===== config.mk =====
export PLATFORM = sky130hd
export DESIGN_NAME = cpu
export DESIGN_NICKNAME = d
export VERILOG_FILES = /design/src/rv32i_types.sv /design/src/rat_if.sv /design/src/fetch_stage.sv /design/src/id_stage.sv /design/src/two_inst_buff.sv /design/src/circular_queue.sv /design/src/rat.sv /design/src/rename_dispatch.sv /design/src/cpu.sv
export SDC_FILE = /design/constraint.sdc
export NUM_CORES = 2
export LEC_CHECK = 0
export BUFFER_PORTS_ARGS = -buffer_cell sky130_fd_sc_hd__buf_2
export CORE_ASPECT_RATIO = 1.25
export CORE_MARGIN = 5
export CORE_UTILIZATION = 40
export DETAILED_ROUTE_END_ITERATION = 6
export GPL_ROUTABILITY_DRIVEN = 0
export PLACE_DENSITY = 0.58
export SLEW_MARGIN = 20
export SYNTH_ARGS = -nofsm -noshare
export SYNTH_HDL_FRONTEND = slang
export SYNTH_SLANG_ARGS = --single-unit

===== constraint.sdc =====
create_clock -name clk -period 13.2 [get_ports clk]
set_clock_uncertainty 0.05 [all_clocks]
set_input_delay 0 -clock clk [delete_from_list [all_inputs] [get_ports clk]]
set_output_delay 0 -clock clk [all_outputs]
set_load 0.01 [all_outputs]

===== src/rv32i_types.sv =====
package rv32i_types;

    // Issue width and register file sizes
    localparam int SS              = 2;
    localparam int NUM_ARCH_REGS   = 32;
    localparam int NUM_PHYS_REGS   = 64;
    localparam int ARCH_W          = $clog2(NUM_ARCH_REGS);
    localparam int PHYS_W          = $clog2(NUM_PHYS_REGS);

    // Queue sizing
    localparam int IQ_DEPTH        = 8;
    localparam int FREE_LIST_DEPTH = 32;
    localparam int FREE_CNT_W      = $clog2(FREE_LIST_DEPTH) + 1;

    // First tag handed out by the free list
    localparam int FREE_TAG_BASE   = NUM_ARCH_REGS;

    typedef logic [PHYS_W-1:0] phys_reg_t;
    typedef logic [ARCH_W-1:0] arch_reg_t;

    // RV32I major opcodes
    typedef enum logic [6:0] {
        op_lui      = 7'b0110111,
        op_auipc    = 7'b0010111,
        op_jal      = 7'b1101111,
        op_jalr     = 7'b1100111,
        op_br       = 7'b1100011,
        op_load     = 7'b0000011,
        op_store    = 7'b0100011,
        op_imm      = 7'b0010011,
        op_reg      = 7'b0110011,
        op_misc_mem = 7'b0001111,
        op_system   = 7'b1110011
    } rv32i_opcode_t;

    // One decoded instruction
    typedef struct packed {
        logic [31:0]   pc;
        logic [31:0]   inst;
        rv32i_opcode_t opcode;
        arch_reg_t     rd;
        arch_reg_t     rs1;
        arch_reg_t     rs2;
        logic [31:0]   imm;
        logic          uses_rs1;
        logic          uses_rs2;
        logic          writes_rd;
    } inst_info_t;

    // Packed so one queue entry can be cast like any other payload
    typedef inst_info_t [SS-1:0] inst_pair_t;

    // One renamed slot of the dispatch packet
    typedef struct packed {
        logic [31:0] pc;
        arch_reg_t   rd;
        phys_reg_t   ps1;
        phys_reg_t   ps2;
        phys_reg_t   pd;
    } dispatch_t;

    // Free list entry idx holds tag 32 + idx at reset
    function automatic phys_reg_t free_tag(input int unsigned idx);
        return phys_reg_t'(FREE_TAG_BASE + idx);
    endfunction

endpackage


===== src/rat_if.sv =====
interface rat_if;

    // Architectural indices from the rename stage
    rv32i_types::arch_reg_t isa_rs1 [rv32i_types::SS];
    rv32i_types::arch_reg_t isa_rs2 [rv32i_types::SS];
    rv32i_types::arch_reg_t isa_rd  [rv32i_types::SS];

    // Current mappings of the sources
    rv32i_types::phys_reg_t rat_rs1 [rv32i_types::SS];
    rv32i_types::phys_reg_t rat_rs2 [rv32i_types::SS];

    // New destination tags and their write enables
    rv32i_types::phys_reg_t rat_rd  [rv32i_types::SS];
    logic                   regf_we [rv32i_types::SS];

    modport rename (
        output isa_rs1, isa_rs2, isa_rd, rat_rd, regf_we,
        input  rat_rs1, rat_rs2
    );

    modport alias_table (
        input  isa_rs1, isa_rs2, isa_rd, rat_rd, regf_we,
        output rat_rs1, rat_rs2
    );

endinterface


===== src/fetch_stage.sv =====
module fetch_stage (
    input  logic        clk,
    input  logic        rst_n,
    input  logic        accept,
    output logic [31:0] pc
);

    // No redirect path, PC only walks forward
    always_ff @(posedge clk) begin
        if (!rst_n) begin
            pc <= 32'h0;
        end else if (accept) begin
            // Word accepted, move to next word
            pc <= pc + 32'd4;
        end
    end

endmodule


===== src/id_stage.sv =====
module id_stage (
    input  logic [31:0]            pc,
    input  logic [31:0]            imem_rdata,
    output rv32i_types::inst_info_t instruction_info
);

    rv32i_types::rv32i_opcode_t opcode;
    logic [31:0]               imm_i;
    logic [31:0]               imm_s;
    logic [31:0]               imm_b;
    logic [31:0]               imm_u;
    logic [31:0]               imm_j;

    assign opcode = rv32i_types::rv32i_opcode_t'(imem_rdata[6:0]);

    // Immediates for each format, sign extended from bit 31
    assign imm_i = {{21{imem_rdata[31]}}, imem_rdata[30:20]};
    assign imm_s = {{21{imem_rdata[31]}}, imem_rdata[30:25], imem_rdata[11:7]};
    assign imm_b = {{20{imem_rdata[31]}}, imem_rdata[7], imem_rdata[30:25],
                    imem_rdata[11:8], 1'b0};
    assign imm_u = {imem_rdata[31:12], 12'h000};
    assign imm_j = {{12{imem_rdata[31]}}, imem_rdata[19:12], imem_rdata[20],
                    imem_rdata[30:21], 1'b0};

    always_comb begin
        instruction_info.pc     = pc;
        instruction_info.inst   = imem_rdata;
        instruction_info.opcode = opcode;
        instruction_info.rd     = imem_rdata[11:7];
        instruction_info.rs1    = imem_rdata[19:15];
        instruction_info.rs2    = imem_rdata[24:20];
        instruction_info.imm    = imm_i;
        // Default is an I-type with no register use
        instruction_info.uses_rs1  = 1'b0;
        instruction_info.uses_rs2  = 1'b0;
        instruction_info.writes_rd = 1'b0;
        unique case (opcode)
            rv32i_types::op_lui, rv32i_types::op_auipc: begin
                instruction_info.imm       = imm_u;
                instruction_info.writes_rd = 1'b1;
            end
            rv32i_types::op_jal: begin
                instruction_info.imm       = imm_j;
                instruction_info.writes_rd = 1'b1;
            end
            rv32i_types::op_jalr, rv32i_types::op_load, rv32i_types::op_imm: begin
                instruction_info.uses_rs1  = 1'b1;
                instruction_info.writes_rd = 1'b1;
            end
            rv32i_types::op_br: begin
                instruction_info.imm      = imm_b;
                instruction_info.uses_rs1 = 1'b1;
                instruction_info.uses_rs2 = 1'b1;
            end
            rv32i_types::op_store: begin
                instruction_info.imm      = imm_s;
                instruction_info.uses_rs1 = 1'b1;
                instruction_info.uses_rs2 = 1'b1;
            end
            rv32i_types::op_reg: begin
                instruction_info.uses_rs1  = 1'b1;
                instruction_info.uses_rs2  = 1'b1;
                instruction_info.writes_rd = 1'b1;
            end
            default: begin
                // Fence and system words take no rename resources
            end
        endcase
        // x0 is never renamed
        if (instruction_info.rd == '0) begin
            instruction_info.writes_rd = 1'b0;
        end
    end

endmodule


===== src/two_inst_buff.sv =====
module two_inst_buff (
    input  logic                    clk,
    input  logic                    rst_n,
    input  logic                    valid,
    input  rv32i_types::inst_info_t decoded_inst,
    output rv32i_types::inst_pair_t valid_inst,
    output logic                    valid_out
);

    localparam int SLOT_W = $clog2(rv32i_types::SS);

    logic [SLOT_W-1:0]       slot;
    rv32i_types::inst_pair_t partial;
    rv32i_types::inst_pair_t next_pair;
    logic                    last_slot;

    assign last_slot = (slot == SLOT_W'(rv32i_types::SS - 1));

    // Pair as it looks with the incoming word dropped in
    always_comb begin
        next_pair       = partial;
        next_pair[slot] = decoded_inst;
    end

    // Slot pointer and push strobe
    always_ff @(posedge clk) begin
        if (!rst_n) begin
            slot      <= '0;
            valid_out <= 1'b0;
        end else begin
            valid_out <= valid && last_slot;
            if (valid) begin
                slot <= last_slot ? '0 : slot + SLOT_W'(1);
            end
        end
    end

    // Payload registers, output pair held until the next one completes
    always_ff @(posedge clk) begin
        if (valid) begin
            partial <= next_pair;
            if (last_slot) begin
                valid_inst <= next_pair;
            end
        end
    end

endmodule


===== src/circular_queue.sv =====
module circular_queue #(
    parameter type QUEUE_TYPE   = rv32i_types::inst_pair_t,
    parameter int  DEPTH        = rv32i_types::IQ_DEPTH,
    parameter int  ELEMS_PER_OP = 1,
    parameter bit  INIT_FREE    = 1'b0
) (
    input  logic                           clk,
    input  logic                           rst_n,
    input  logic                           push,
    input  logic                           pop,
    input  QUEUE_TYPE                      in    [rv32i_types::SS],
    output QUEUE_TYPE                      out   [rv32i_types::SS],
    output logic                           full,
    output logic                           empty,
    output logic [$clog2(DEPTH):0]         count
);

    localparam int AW    = $clog2(DEPTH);
    localparam int PTR_W = AW + 1;

    QUEUE_TYPE        mem [DEPTH];
    // Extra top bit tells a full queue from an empty one
    logic [PTR_W-1:0] head;
    logic [PTR_W-1:0] tail;
    logic             do_push;
    logic             do_pop;

    function automatic logic [AW-1:0] wrap_idx(input logic [PTR_W-1:0] ptr, input int ofs);
        return ptr[AW-1:0] + AW'(ofs);
    endfunction

    assign count = tail - head;
    assign empty = (count == '0);
    // Full once another operation's worth would not fit
    assign full  = (int'(count) > DEPTH - ELEMS_PER_OP);

    // Illegal requests are dropped
    assign do_push = push && !full;
    assign do_pop  = pop && (int'(count) >= ELEMS_PER_OP);

    // Head entries visible without a pop
    always_comb begin
        for (int i = 0; i < rv32i_types::SS; i++) begin
            out[i] = mem[wrap_idx(head, i)];
        end
    end

    always_ff @(posedge clk) begin
        if (!rst_n) begin
            head <= '0;
            // Free list comes out of reset holding every entry
            tail <= INIT_FREE ? PTR_W'(DEPTH) : '0;
        end else begin
            if (do_push) begin
                tail <= tail + PTR_W'(ELEMS_PER_OP);
            end
            if (do_pop) begin
                head <= head + PTR_W'(ELEMS_PER_OP);
            end
        end
    end

    // Storage, only the free list is loaded at reset
    always_ff @(posedge clk) begin
        if (!rst_n) begin
            if (INIT_FREE) begin
                for (int i = 0; i < DEPTH; i++) begin
                    mem[i] <= QUEUE_TYPE'(rv32i_types::free_tag(i));
                end
            end
        end else if (do_push) begin
            for (int i = 0; i < ELEMS_PER_OP; i++) begin
                mem[wrap_idx(tail, i)] <= in[i];
            end
        end
    end

endmodule


===== src/rat.sv =====
module rat (
    input logic        clk,
    input logic        rst_n,
    rat_if.alias_table rat
);

    rv32i_types::phys_reg_t map [rv32i_types::NUM_ARCH_REGS];

    // Lookups see the table before this cycle's writes
    always_comb begin
        for (int i = 0; i < rv32i_types::SS; i++) begin
            rat.rat_rs1[i] = map[rat.isa_rs1[i]];
            rat.rat_rs2[i] = map[rat.isa_rs2[i]];
        end
    end

    always_ff @(posedge clk) begin
        if (!rst_n) begin
            // Identity mapping, register i lives in tag i
            for (int i = 0; i < rv32i_types::NUM_ARCH_REGS; i++) begin
                map[i] <= rv32i_types::phys_reg_t'(i);
            end
        end else begin
            // Later slot written last so it wins on the same index
            for (int i = 0; i < rv32i_types::SS; i++) begin
                if (rat.regf_we[i]) begin
                    map[rat.isa_rd[i]] <= rat.rat_rd[i];
                end
            end
        end
    end

endmodule


===== src/rename_dispatch.sv =====
module rename_dispatch (
    input  logic                                   clk,
    input  logic                                   rst_n,
    input  rv32i_types::inst_pair_t                instruction,
    input  logic                                   inst_q_empty,
    input  rv32i_types::phys_reg_t                 free_list_regs [rv32i_types::SS],
    input  logic [rv32i_types::FREE_CNT_W-1:0]     free_count,
    input  logic                                   rs_full,
    rat_if.rename                                  rat,
    output logic                                   pop_inst_q,
    output rv32i_types::dispatch_t                 rs_entries [rv32i_types::SS],
    output logic                                   dispatch_valid
);

    rv32i_types::dispatch_t next_entries [rv32i_types::SS];

    // Pop both queues together when a pair, tags and room are all there
    assign pop_inst_q = !inst_q_empty && !rs_full &&
                        (free_count >= rv32i_types::FREE_CNT_W'(rv32i_types::SS));

    always_comb begin
        for (int i = 0; i < rv32i_types::SS; i++) begin
            // Table lookups and updates
            rat.isa_rs1[i] = instruction[i].rs1;
            rat.isa_rs2[i] = instruction[i].rs2;
            rat.isa_rd[i]  = instruction[i].rd;
            rat.rat_rd[i]  = free_list_regs[i];
            rat.regf_we[i] = pop_inst_q && instruction[i].writes_rd;

            next_entries[i].pc  = instruction[i].pc;
            next_entries[i].rd  = instruction[i].rd;
            // Unused sources and non-writing slots carry tag 0
            next_entries[i].ps1 = instruction[i].uses_rs1 ? rat.rat_rs1[i] : '0;
            next_entries[i].ps2 = instruction[i].uses_rs2 ? rat.rat_rs2[i] : '0;
            // Popped tag is simply dropped when nothing is written
            next_entries[i].pd  = instruction[i].writes_rd ? free_list_regs[i] : '0;

            // In-pair bypass, the nearest older writer wins
            for (int j = 0; j < i; j++) begin
                if (instruction[j].writes_rd && instruction[i].uses_rs1 &&
                    instruction[i].rs1 == instruction[j].rd) begin
                    next_entries[i].ps1 = free_list_regs[j];
                end
                if (instruction[j].writes_rd && instruction[i].uses_rs2 &&
                    instruction[i].rs2 == instruction[j].rd) begin
                    next_entries[i].ps2 = free_list_regs[j];
                end
            end
        end
    end

    // One-cycle pulse per pop
    always_ff @(posedge clk) begin
        if (!rst_n) begin
            dispatch_valid <= 1'b0;
        end else begin
            dispatch_valid <= pop_inst_q;
        end
    end

    // Packet register
    always_ff @(posedge clk) begin
        if (pop_inst_q) begin
            rs_entries <= next_entries;
        end
    end

endmodule


===== src/cpu.sv =====
module cpu (
    input  logic        clk,
    input  logic        rst_n,
    output logic [31:0] imem_addr,
    output logic [3:0]  imem_rmask,
    input  logic [31:0] imem_rdata,
    input  logic        imem_resp,
    input  logic        rs_full,
    output logic        dispatch_valid,
    output logic [31:0] dispatch_pc  [rv32i_types::SS],
    output logic [4:0]  dispatch_rd  [rv32i_types::SS],
    output logic [5:0]  dispatch_ps1 [rv32i_types::SS],
    output logic [5:0]  dispatch_ps2 [rv32i_types::SS],
    output logic [5:0]  dispatch_pd  [rv32i_types::SS]
);

    logic                                 accept;
    logic [31:0]                          pc;
    rv32i_types::inst_info_t              decoded_inst;
    rv32i_types::inst_pair_t              buf_pair;
    logic                                 buf_push;
    rv32i_types::inst_pair_t              iq_in      [rv32i_types::SS];
    rv32i_types::inst_pair_t              iq_out     [rv32i_types::SS];
    logic                                 iq_full;
    logic                                 iq_empty;
    logic                                 pop_inst_q;
    rv32i_types::phys_reg_t               fl_in      [rv32i_types::SS];
    rv32i_types::phys_reg_t               fl_regs    [rv32i_types::SS];
    logic [rv32i_types::FREE_CNT_W-1:0]   fl_count;
    rv32i_types::dispatch_t               rs_entries [rv32i_types::SS];

    rat_if rat_bus ();

    // Word taken only while the instruction queue has room
    assign accept     = imem_resp && !iq_full;
    assign imem_addr  = pc;
    assign imem_rmask = 4'hf;

    // Queue pushes one pair from element 0, free list is never pushed
    assign iq_in = '{default: buf_pair};
    assign fl_in = '{default: '0};

    fetch_stage fetch_stage_i (
        .clk    (clk),
        .rst_n  (rst_n),
        .accept (accept),
        .pc     (pc)
    );

    id_stage id_stage_i (
        .pc               (pc),
        .imem_rdata       (imem_rdata),
        .instruction_info (decoded_inst)
    );

    two_inst_buff buff (
        .clk          (clk),
        .rst_n        (rst_n),
        .valid        (accept),
        .decoded_inst (decoded_inst),
        .valid_inst   (buf_pair),
        .valid_out    (buf_push)
    );

    circular_queue #(
        .QUEUE_TYPE   (rv32i_types::inst_pair_t),
        .DEPTH        (rv32i_types::IQ_DEPTH),
        .ELEMS_PER_OP (1),
        .INIT_FREE    (1'b0)
    ) instruction_queue (
        .clk   (clk),
        .rst_n (rst_n),
        .push  (buf_push),
        .pop   (pop_inst_q),
        .in    (iq_in),
        .out   (iq_out),
        .full  (iq_full),
        .empty (iq_empty),
        .count ()
    );

    circular_queue #(
        .QUEUE_TYPE   (rv32i_types::phys_reg_t),
        .DEPTH        (rv32i_types::FREE_LIST_DEPTH),
        .ELEMS_PER_OP (rv32i_types::SS),
        .INIT_FREE    (1'b1)
    ) free_list (
        .clk   (clk),
        .rst_n (rst_n),
        .push  (1'b0),
        .pop   (pop_inst_q),
        .in    (fl_in),
        .out   (fl_regs),
        .full  (),
        .empty (),
        .count (fl_count)
    );

    rat rt (
        .clk   (clk),
        .rst_n (rst_n),
        .rat   (rat_bus.alias_table)
    );

    rename_dispatch rd (
        .clk            (clk),
        .rst_n          (rst_n),
        .instruction    (iq_out[0]),
        .inst_q_empty   (iq_empty),
        .free_list_regs (fl_regs),
        .free_count     (fl_count),
        .rs_full        (rs_full),
        .rat            (rat_bus.rename),
        .pop_inst_q     (pop_inst_q),
        .rs_entries     (rs_entries),
        .dispatch_valid (dispatch_valid)
    );

    // Packet out to the plain ports
    for (genvar i = 0; i < rv32i_types::SS; i++) begin : g_fanout
        assign dispatch_pc[i]  = rs_entries[i].pc;
        assign dispatch_rd[i]  = rs_entries[i].rd;
        assign dispatch_ps1[i] = rs_entries[i].ps1;
        assign dispatch_ps2[i] = rs_entries[i].ps2;
        assign dispatch_pd[i]  = rs_entries[i].pd;
    end

endmodule


======== After elaboration in Yosys (flattened, before gate mapping) ========
Memories as Yosys holds them, arrays and structs flattened. A register that Yosys moved wholly into a read port is not among the register bits.
Cells that the tools add are included.
storage, ports and cells
  input bits .............................. 36
  register bits ........................... 631
  memory bits (writable) .................. 2288
  memories kept ........................... 3
  output and inout port bits .............. 147
cells by class
  eq/ne operators ......................... 11
  multiplexer cells ....................... 33
  reductions and logical operators ........ 28
  add/sub/neg operators ................... 8
  $lt $le $gt $ge ......................... 6
memory list
  memory                 depth  bits a word  read ports  clocked after memory_dff  wr ports  line                  RTL
  instruction_queue.mem  8      242          1           1                         1         circular_queue.sv:21  QUEUE_TYPE mem [DEPTH];
  rt.map                 32     6            4           2                         32        rat.sv:7              rv32i_types::phys_reg_t map [rv32i_types::NUM_ARCH_REGS];
  free_list.mem          32     5            2           1                         32        circular_queue.sv:21
operators with widths
  cell                                                                                  count
  242-bit bitwise mux                                                                   1
  31-bit case mux with 4 select lines                                                   1
  121-bit demux with 1-bit select                                                       1
  121-bit 2-to-1 mux                                                                    1
  6-bit 2-to-1 mux                                                                      6
  32-bit by 3-bit adder with 32-bit output (second input constant)                      1
  7-bit by 6-bit == test with 1-bit output (second input constant)                      3
  7-bit == test (second input constant)                                                 3
  5-bit 2-to-1 mux                                                                      4
  6-bit OR reduction                                                                    3
  1-bit 2-to-1 mux                                                                      17
  7-bit by 5-bit == test with 1-bit output (second input constant)                      2
  1-bit logical AND                                                                     14
  6-bit by 2-bit greater-or-equal comparator with 1-bit output (second input constant)  2
  5-bit == test                                                                         2
  4-bit by 1-bit adder with 4-bit output (second input constant)                        2
  7-bit by 2-bit == test with 1-bit output (second input constant)                      1
  7-bit OR reduction                                                                    1
  6-bit by 2-bit adder with 6-bit output (second input constant)                        1
  3-bit 2-to-1 mux                                                                      2
  6-bit subtractor (first input constant)                                               1
  5-bit by 1-bit adder with 5-bit output (second input constant)                        1
  1-bit zero test                                                                       5
  5-bit zero test                                                                       1
  10 further kinds                                                                      10

======== Logic depth before layout (Yosys ltp) ========
  word-level depth ........................ 11
  gate-level depth with buffers ........... 12
  gate-level depth less buffers ........... 11

======== Hierarchy ========
From an unflattened synthesis, not the netlist that was laid out.
unflattened totals
  cells, all modules ...................... 6685
  area total of the unflattened synthesis .. 136793.7 µm²
modules (own cells, without submodules)
  module                              times used  cells each  sequential area each (µm²)  area each (µm²)
  circular_queue (instruction_queue)  1           3753        58356.0                     87994.4
  two_inst_buff                       1           759         14574.0                     17707.0
  rat                                 1           937         5765.5                      14850.5
  circular_queue (free_list)          1           674         6045.8                      9379.0
  rename_dispatch                     1           236         3323.2                      4206.5
  fetch_stage                         1           163         600.6                       1442.6
  id_stage                            1           156         0.0                         1162.4
  cpu                                 1           7           0.0                         51.3

======== Worst setup path before layout ========
Ideal clock, no wire load.
  path type ............................... reg-to-reg
  start ................................... reg instruction_queue.tail[1]
  end ..................................... mem instruction_queue.mem[0][0] (netlist name) (enable)
  cell stages (with the launch flop) ...... 10
  setup time .............................. 0.681 ns
  path slack .............................. 3.705 ns
  period minus slack after synthesis ...... 9.495 ns
  required time ........................... 12.469 ns
  data arrival time ....................... 8.764 ns
  buffers on the path ..................... 1
  cell sequence ........................... dfxtp_1 -> ha_1 -> nor2b_1 -> o21ai_0 -> and3_1 -> clkbuf_1 -> or2_2 -> nand2_1 -> or3_1 -> nor3_1
on the way
  word-level cells in the longest chain between the ends .. 7
RTL lines
  what                                           line                  RTL
  start: declaration                             circular_queue.sv:24  logic [PTR_W-1:0] tail;
  start signal: assignment                       circular_queue.sv:52  tail <= INIT_FREE ? PTR_W'(DEPTH) : '0;
  start signal: assignment                       circular_queue.sv:55  tail <= tail + PTR_W'(ELEMS_PER_OP);
  4-bit subtractor                               circular_queue.sv:32  assign count = tail - head;
  4-bit by 3-bit > comparator with 1-bit output  circular_queue.sv:35  assign full = (int'(count) > DEPTH - ELEMS_PER_OP);
  1-bit zero test                                circular_queue.sv:38  assign do_push = push && !full;
  1-bit logical AND                              circular_queue.sv:38
  1-bit 2-to-1 mux                               circular_queue.sv:71  end else if (do_push) begin
  1-bit 2-to-1 mux                               circular_queue.sv:65  if (!rst_n) begin
  1-bit 2-to-1 mux (not written as such)         circular_queue.sv:73  mem[wrap_idx(tail, i)] <= in[i];
  end: declaration                               circular_queue.sv:21
Parallel ways exist; a longest one is shown, timed or not.

==> results.yml <==
run_status:
  outcome: "completed"
clocking:
  clockRootBuffer: "clkbuf_16"
  postCtsSetupBuffers: 0
  path_clk_slew_ns: 0.06
  cts_max_level: 4
  cts_tree: "done"
  cts_made_buffers: 141
  clock_sinks: 1353
  clockBufferDepth: 3
  clkLatencyLatePin_ns: 0.76
yosys:
  yosysSeqAreaShare_pct: 66.76
  synthArstFlopShare_pct: 0
  yosysMostFrequentCell: "edfxtp_1"
  synth.top_cell.area_share_pct: 63.90
  synthFlopType: "edfxtp_1"
  synth-edff-count: 1268
  synthTopCellsByCount: "edfxtp_1, mux2i_1, nand2_1"
  ys_types: 78
  syn_avg_cell_area_um2: 15.81
  netlist_instances: 3769
  synth.cell_area_um2: 59580
  synthTopCellsByArea: "edfxtp_1, mux4_2, mux2i_1, mux2_2, dfxtp_1"
  ys_seq_elements: 1353
  yosys.area.top_type: "edfxtp_1"
  yosysWarnings: 0
global_routing:
  grt_remaining_overflow: 0
  grt_max_degree: 103
  antenna_found_initial: 13
  grtUsageTotal_pct: 21.42
  grt_pass1_vias: 34800
  grt_pass1_wl_um: 245600
worst_setup_path:
  cp_cell_sequence: "buf_4, buf_12, buf_4, mux4_2, nand2b_1, o21ai_0, nand2b_1, a311o_1, nand3_1, a211o_1"
  critPathKind: "register to register"
  reg2reg_slack_ns: 7.40
  worstPathRequired_ns: 13.75
  critical_path_arrival_ns: 6.35
  end_kind: "register"
  r2r-end: "rd.rs_entries[61]"
  r2r_cells: 10
  crit_path_max_fanout: 96
  start_kind: "register"
  crit_slowest_cell: "buf_4"
  cpPeakStageDelay_ns: 0.82
pwr:
  irDropWorstVdd_uv: 185.1
  powerDensity_nw_per_um2: 200.5
  power.leakage_nw: 23.39
  total_power_mw: 13.49
sta:
  worst_hold_slack_ns: 0.1058
  final-hold-violation-count: 0
  finalSetupViolCount: 0
  period_share_pct: 43.95
  rsz0062_at_grt: "no"
  fin_crit_ns: 5.802
  max_clock_freq_mhz: 172.4
  drv_slew: 0
  setup_tns_ns: 0
  worst_pin_slew_ns: 1.211
  setup_slack_ns: 7.398
  slew-limit-headroom_pct: 16.95
placement:
  placed_cells: 5678
  dp_hpwl_um: 105900
  preCtsSetupSlack_ns: 7.354
  io_buffers: 165
floorplan:
  die_h_um: 441.5
  num_rows: 158
  start_util_pct: 40.19
  io_pins: 183
  dieArea_um2: 156800
  core_region_area_um2: 148300
  die_x_um: 355.2
cells_and_area:
  fillerInstances: 12900
  area_growth_pct: 12.93
  drive_gt1_share_pct: 22.97
  fin_nets: 3974
  fin_cells: 5971
worst_hold_path:
  hold_depth: 4
  min_to: "buff.valid_inst[0]"
  hp-class: "input port to register"
  hp-start: "imem_rdata[2]"
routing:
  drcViolationCount: 0
  drtIter0Drc: 3467
  vias: 34920
  antenna_left: 0
  wl_per_cell_um: 28.56
  wirelength_um: 170500
  vias_per_cell: 5.849
  dr.pass1.iters: 6
job:
  max_cap_viol_count: 0
flip-flops by register name, summed over array words and instances, names as in the netlist, named ones only:
signal / cells
instruction_queue.head: 4
fetch_stage_i.pc: 30
instruction_queue.tail: 4
buff.last_slot: 1
buff.valid_out: 1
free_list.head: 5
rt.map: 192
buff.valid_inst: 100
rd.dispatch_valid: 1
rd.rs_entries: 108
free_list.out: 4
instruction_queue.mem: 800
buff.partial: 100
worst max-delay path, delay by kind of cell (launching register included):
kind	cells	cell delay (ns)
AOI/OAI and AO/OA	3	1.14
buffers and inverters	3	2.13
muxes	1	0.60
DFF	1	0.71
and+or+nand+nor	3	0.88
how the worst max path moves through the flow:
stage | from | to | slack [ns] | cells past startpoint
global route | register | rd.rs_entries[61] | 6.92 | 10
floorplan | instruction_queue.tail[1] | instruction_queue.mem[0][0] | 3.70 | 9
detailed placement | register | rd.rs_entries[61] | 7.35 | 10
CTS | register | rd.rs_entries[61] | 7.32 | 10
global placement | register | rd.rs_entries[61] | 7.34 | 10
finish | register | rd.rs_entries[61] | 7.40 | 10
routing by layer:
layer / vias up / wire length, µm / share of wire [%] / GRT usage, %
met4: 10 / 8788 / 5.2 / 10.13
met2: 1410 / 84350 / 49 / 36.29
met3: 435 / 11800 / 6.9 / 4.765
met1: 17900 / 65520 / 38 / 26.24
met5: - / 59 / 0.035 / 0
li1: 15170 / - / - / -
stage by stage:
stage | util [%] | area (µm²)
finish | 45.38 | 67290
global route | 45.37 | 67280
CTS | 45.37 | 67270
detailed placement | 42.13 | 62470
global placement | 42.13 | 62470
floorplan | - | 59600
what timing repair did:
item                                   in CTS  in global routing
endpoints found under the hold margin     181                  0
setup endpoints to repair                   0                  0
hold buffers                               27                  0
resized for setup                           0                  0
cells in the final DEF (no fill, tap or decap), types with 18 or more instances in the layout:
cell           count
nor2_1            75
a2bb2oi_1         20
o211ai_1          21
buf_2            165
clkbuf_16        146
a31oi_1           54
mux2_2           186
clkbuf_1          23
inv_1             60
clkinv_2          36
o21ai_0           30
edfxtp_1        1268
mux2i_1          423
a22oi_1           50
clkinv_1          28
buf_4             79
mux4_2           208
a221oi_1          18
a21oi_1           59
nand2_1          330
dfxtp_1           78
dlygate4sd3_1     27
xnor2_1           30
nand3_1          314
cells by family after synthesis:
kind of cell | Yosys count | synth area share, %
DFF | 1353 | 66.76
and+or+nand+nor | 879 | 7.205
muxes | 839 | 19.01
buffers and inverters | 328 | 2.497
AOI/OAI and AO/OA | 316 | 3.675
xor gates and xnor gates | 42 | 0.6174
adders and majority gates | 10 | 0.2226
other | 2 | 0.01260
cell type report:
class / instances / area (µm²) / share of cell area, %
antenna: 7 / 17.52 / 0.02603
clock buffer: 169 / 3740 / 5.558
clock inverter: 90 / 789.5 / 1.173
inverter: 66 / 254.0 / 0.3775
multi-input combinational: 2093 / 18560 / 27.58
sequential: 1353 / 39800 / 59.14
tap: 1920 / 2402 / 3.570
timing repair buffer: 273 / 1729 / 2.570
where the power goes:
| part | switching, mW | internal, mW | total (mW) |
|---|---|---|---|
| Combinational | 2.42 | 1.45 | 3.87 |
| Clock | 1.69 | 2.21 | 3.90 |
| Sequential | 0.344 | 5.37 | 5.72 |
(Power assumes the default switching activity.)
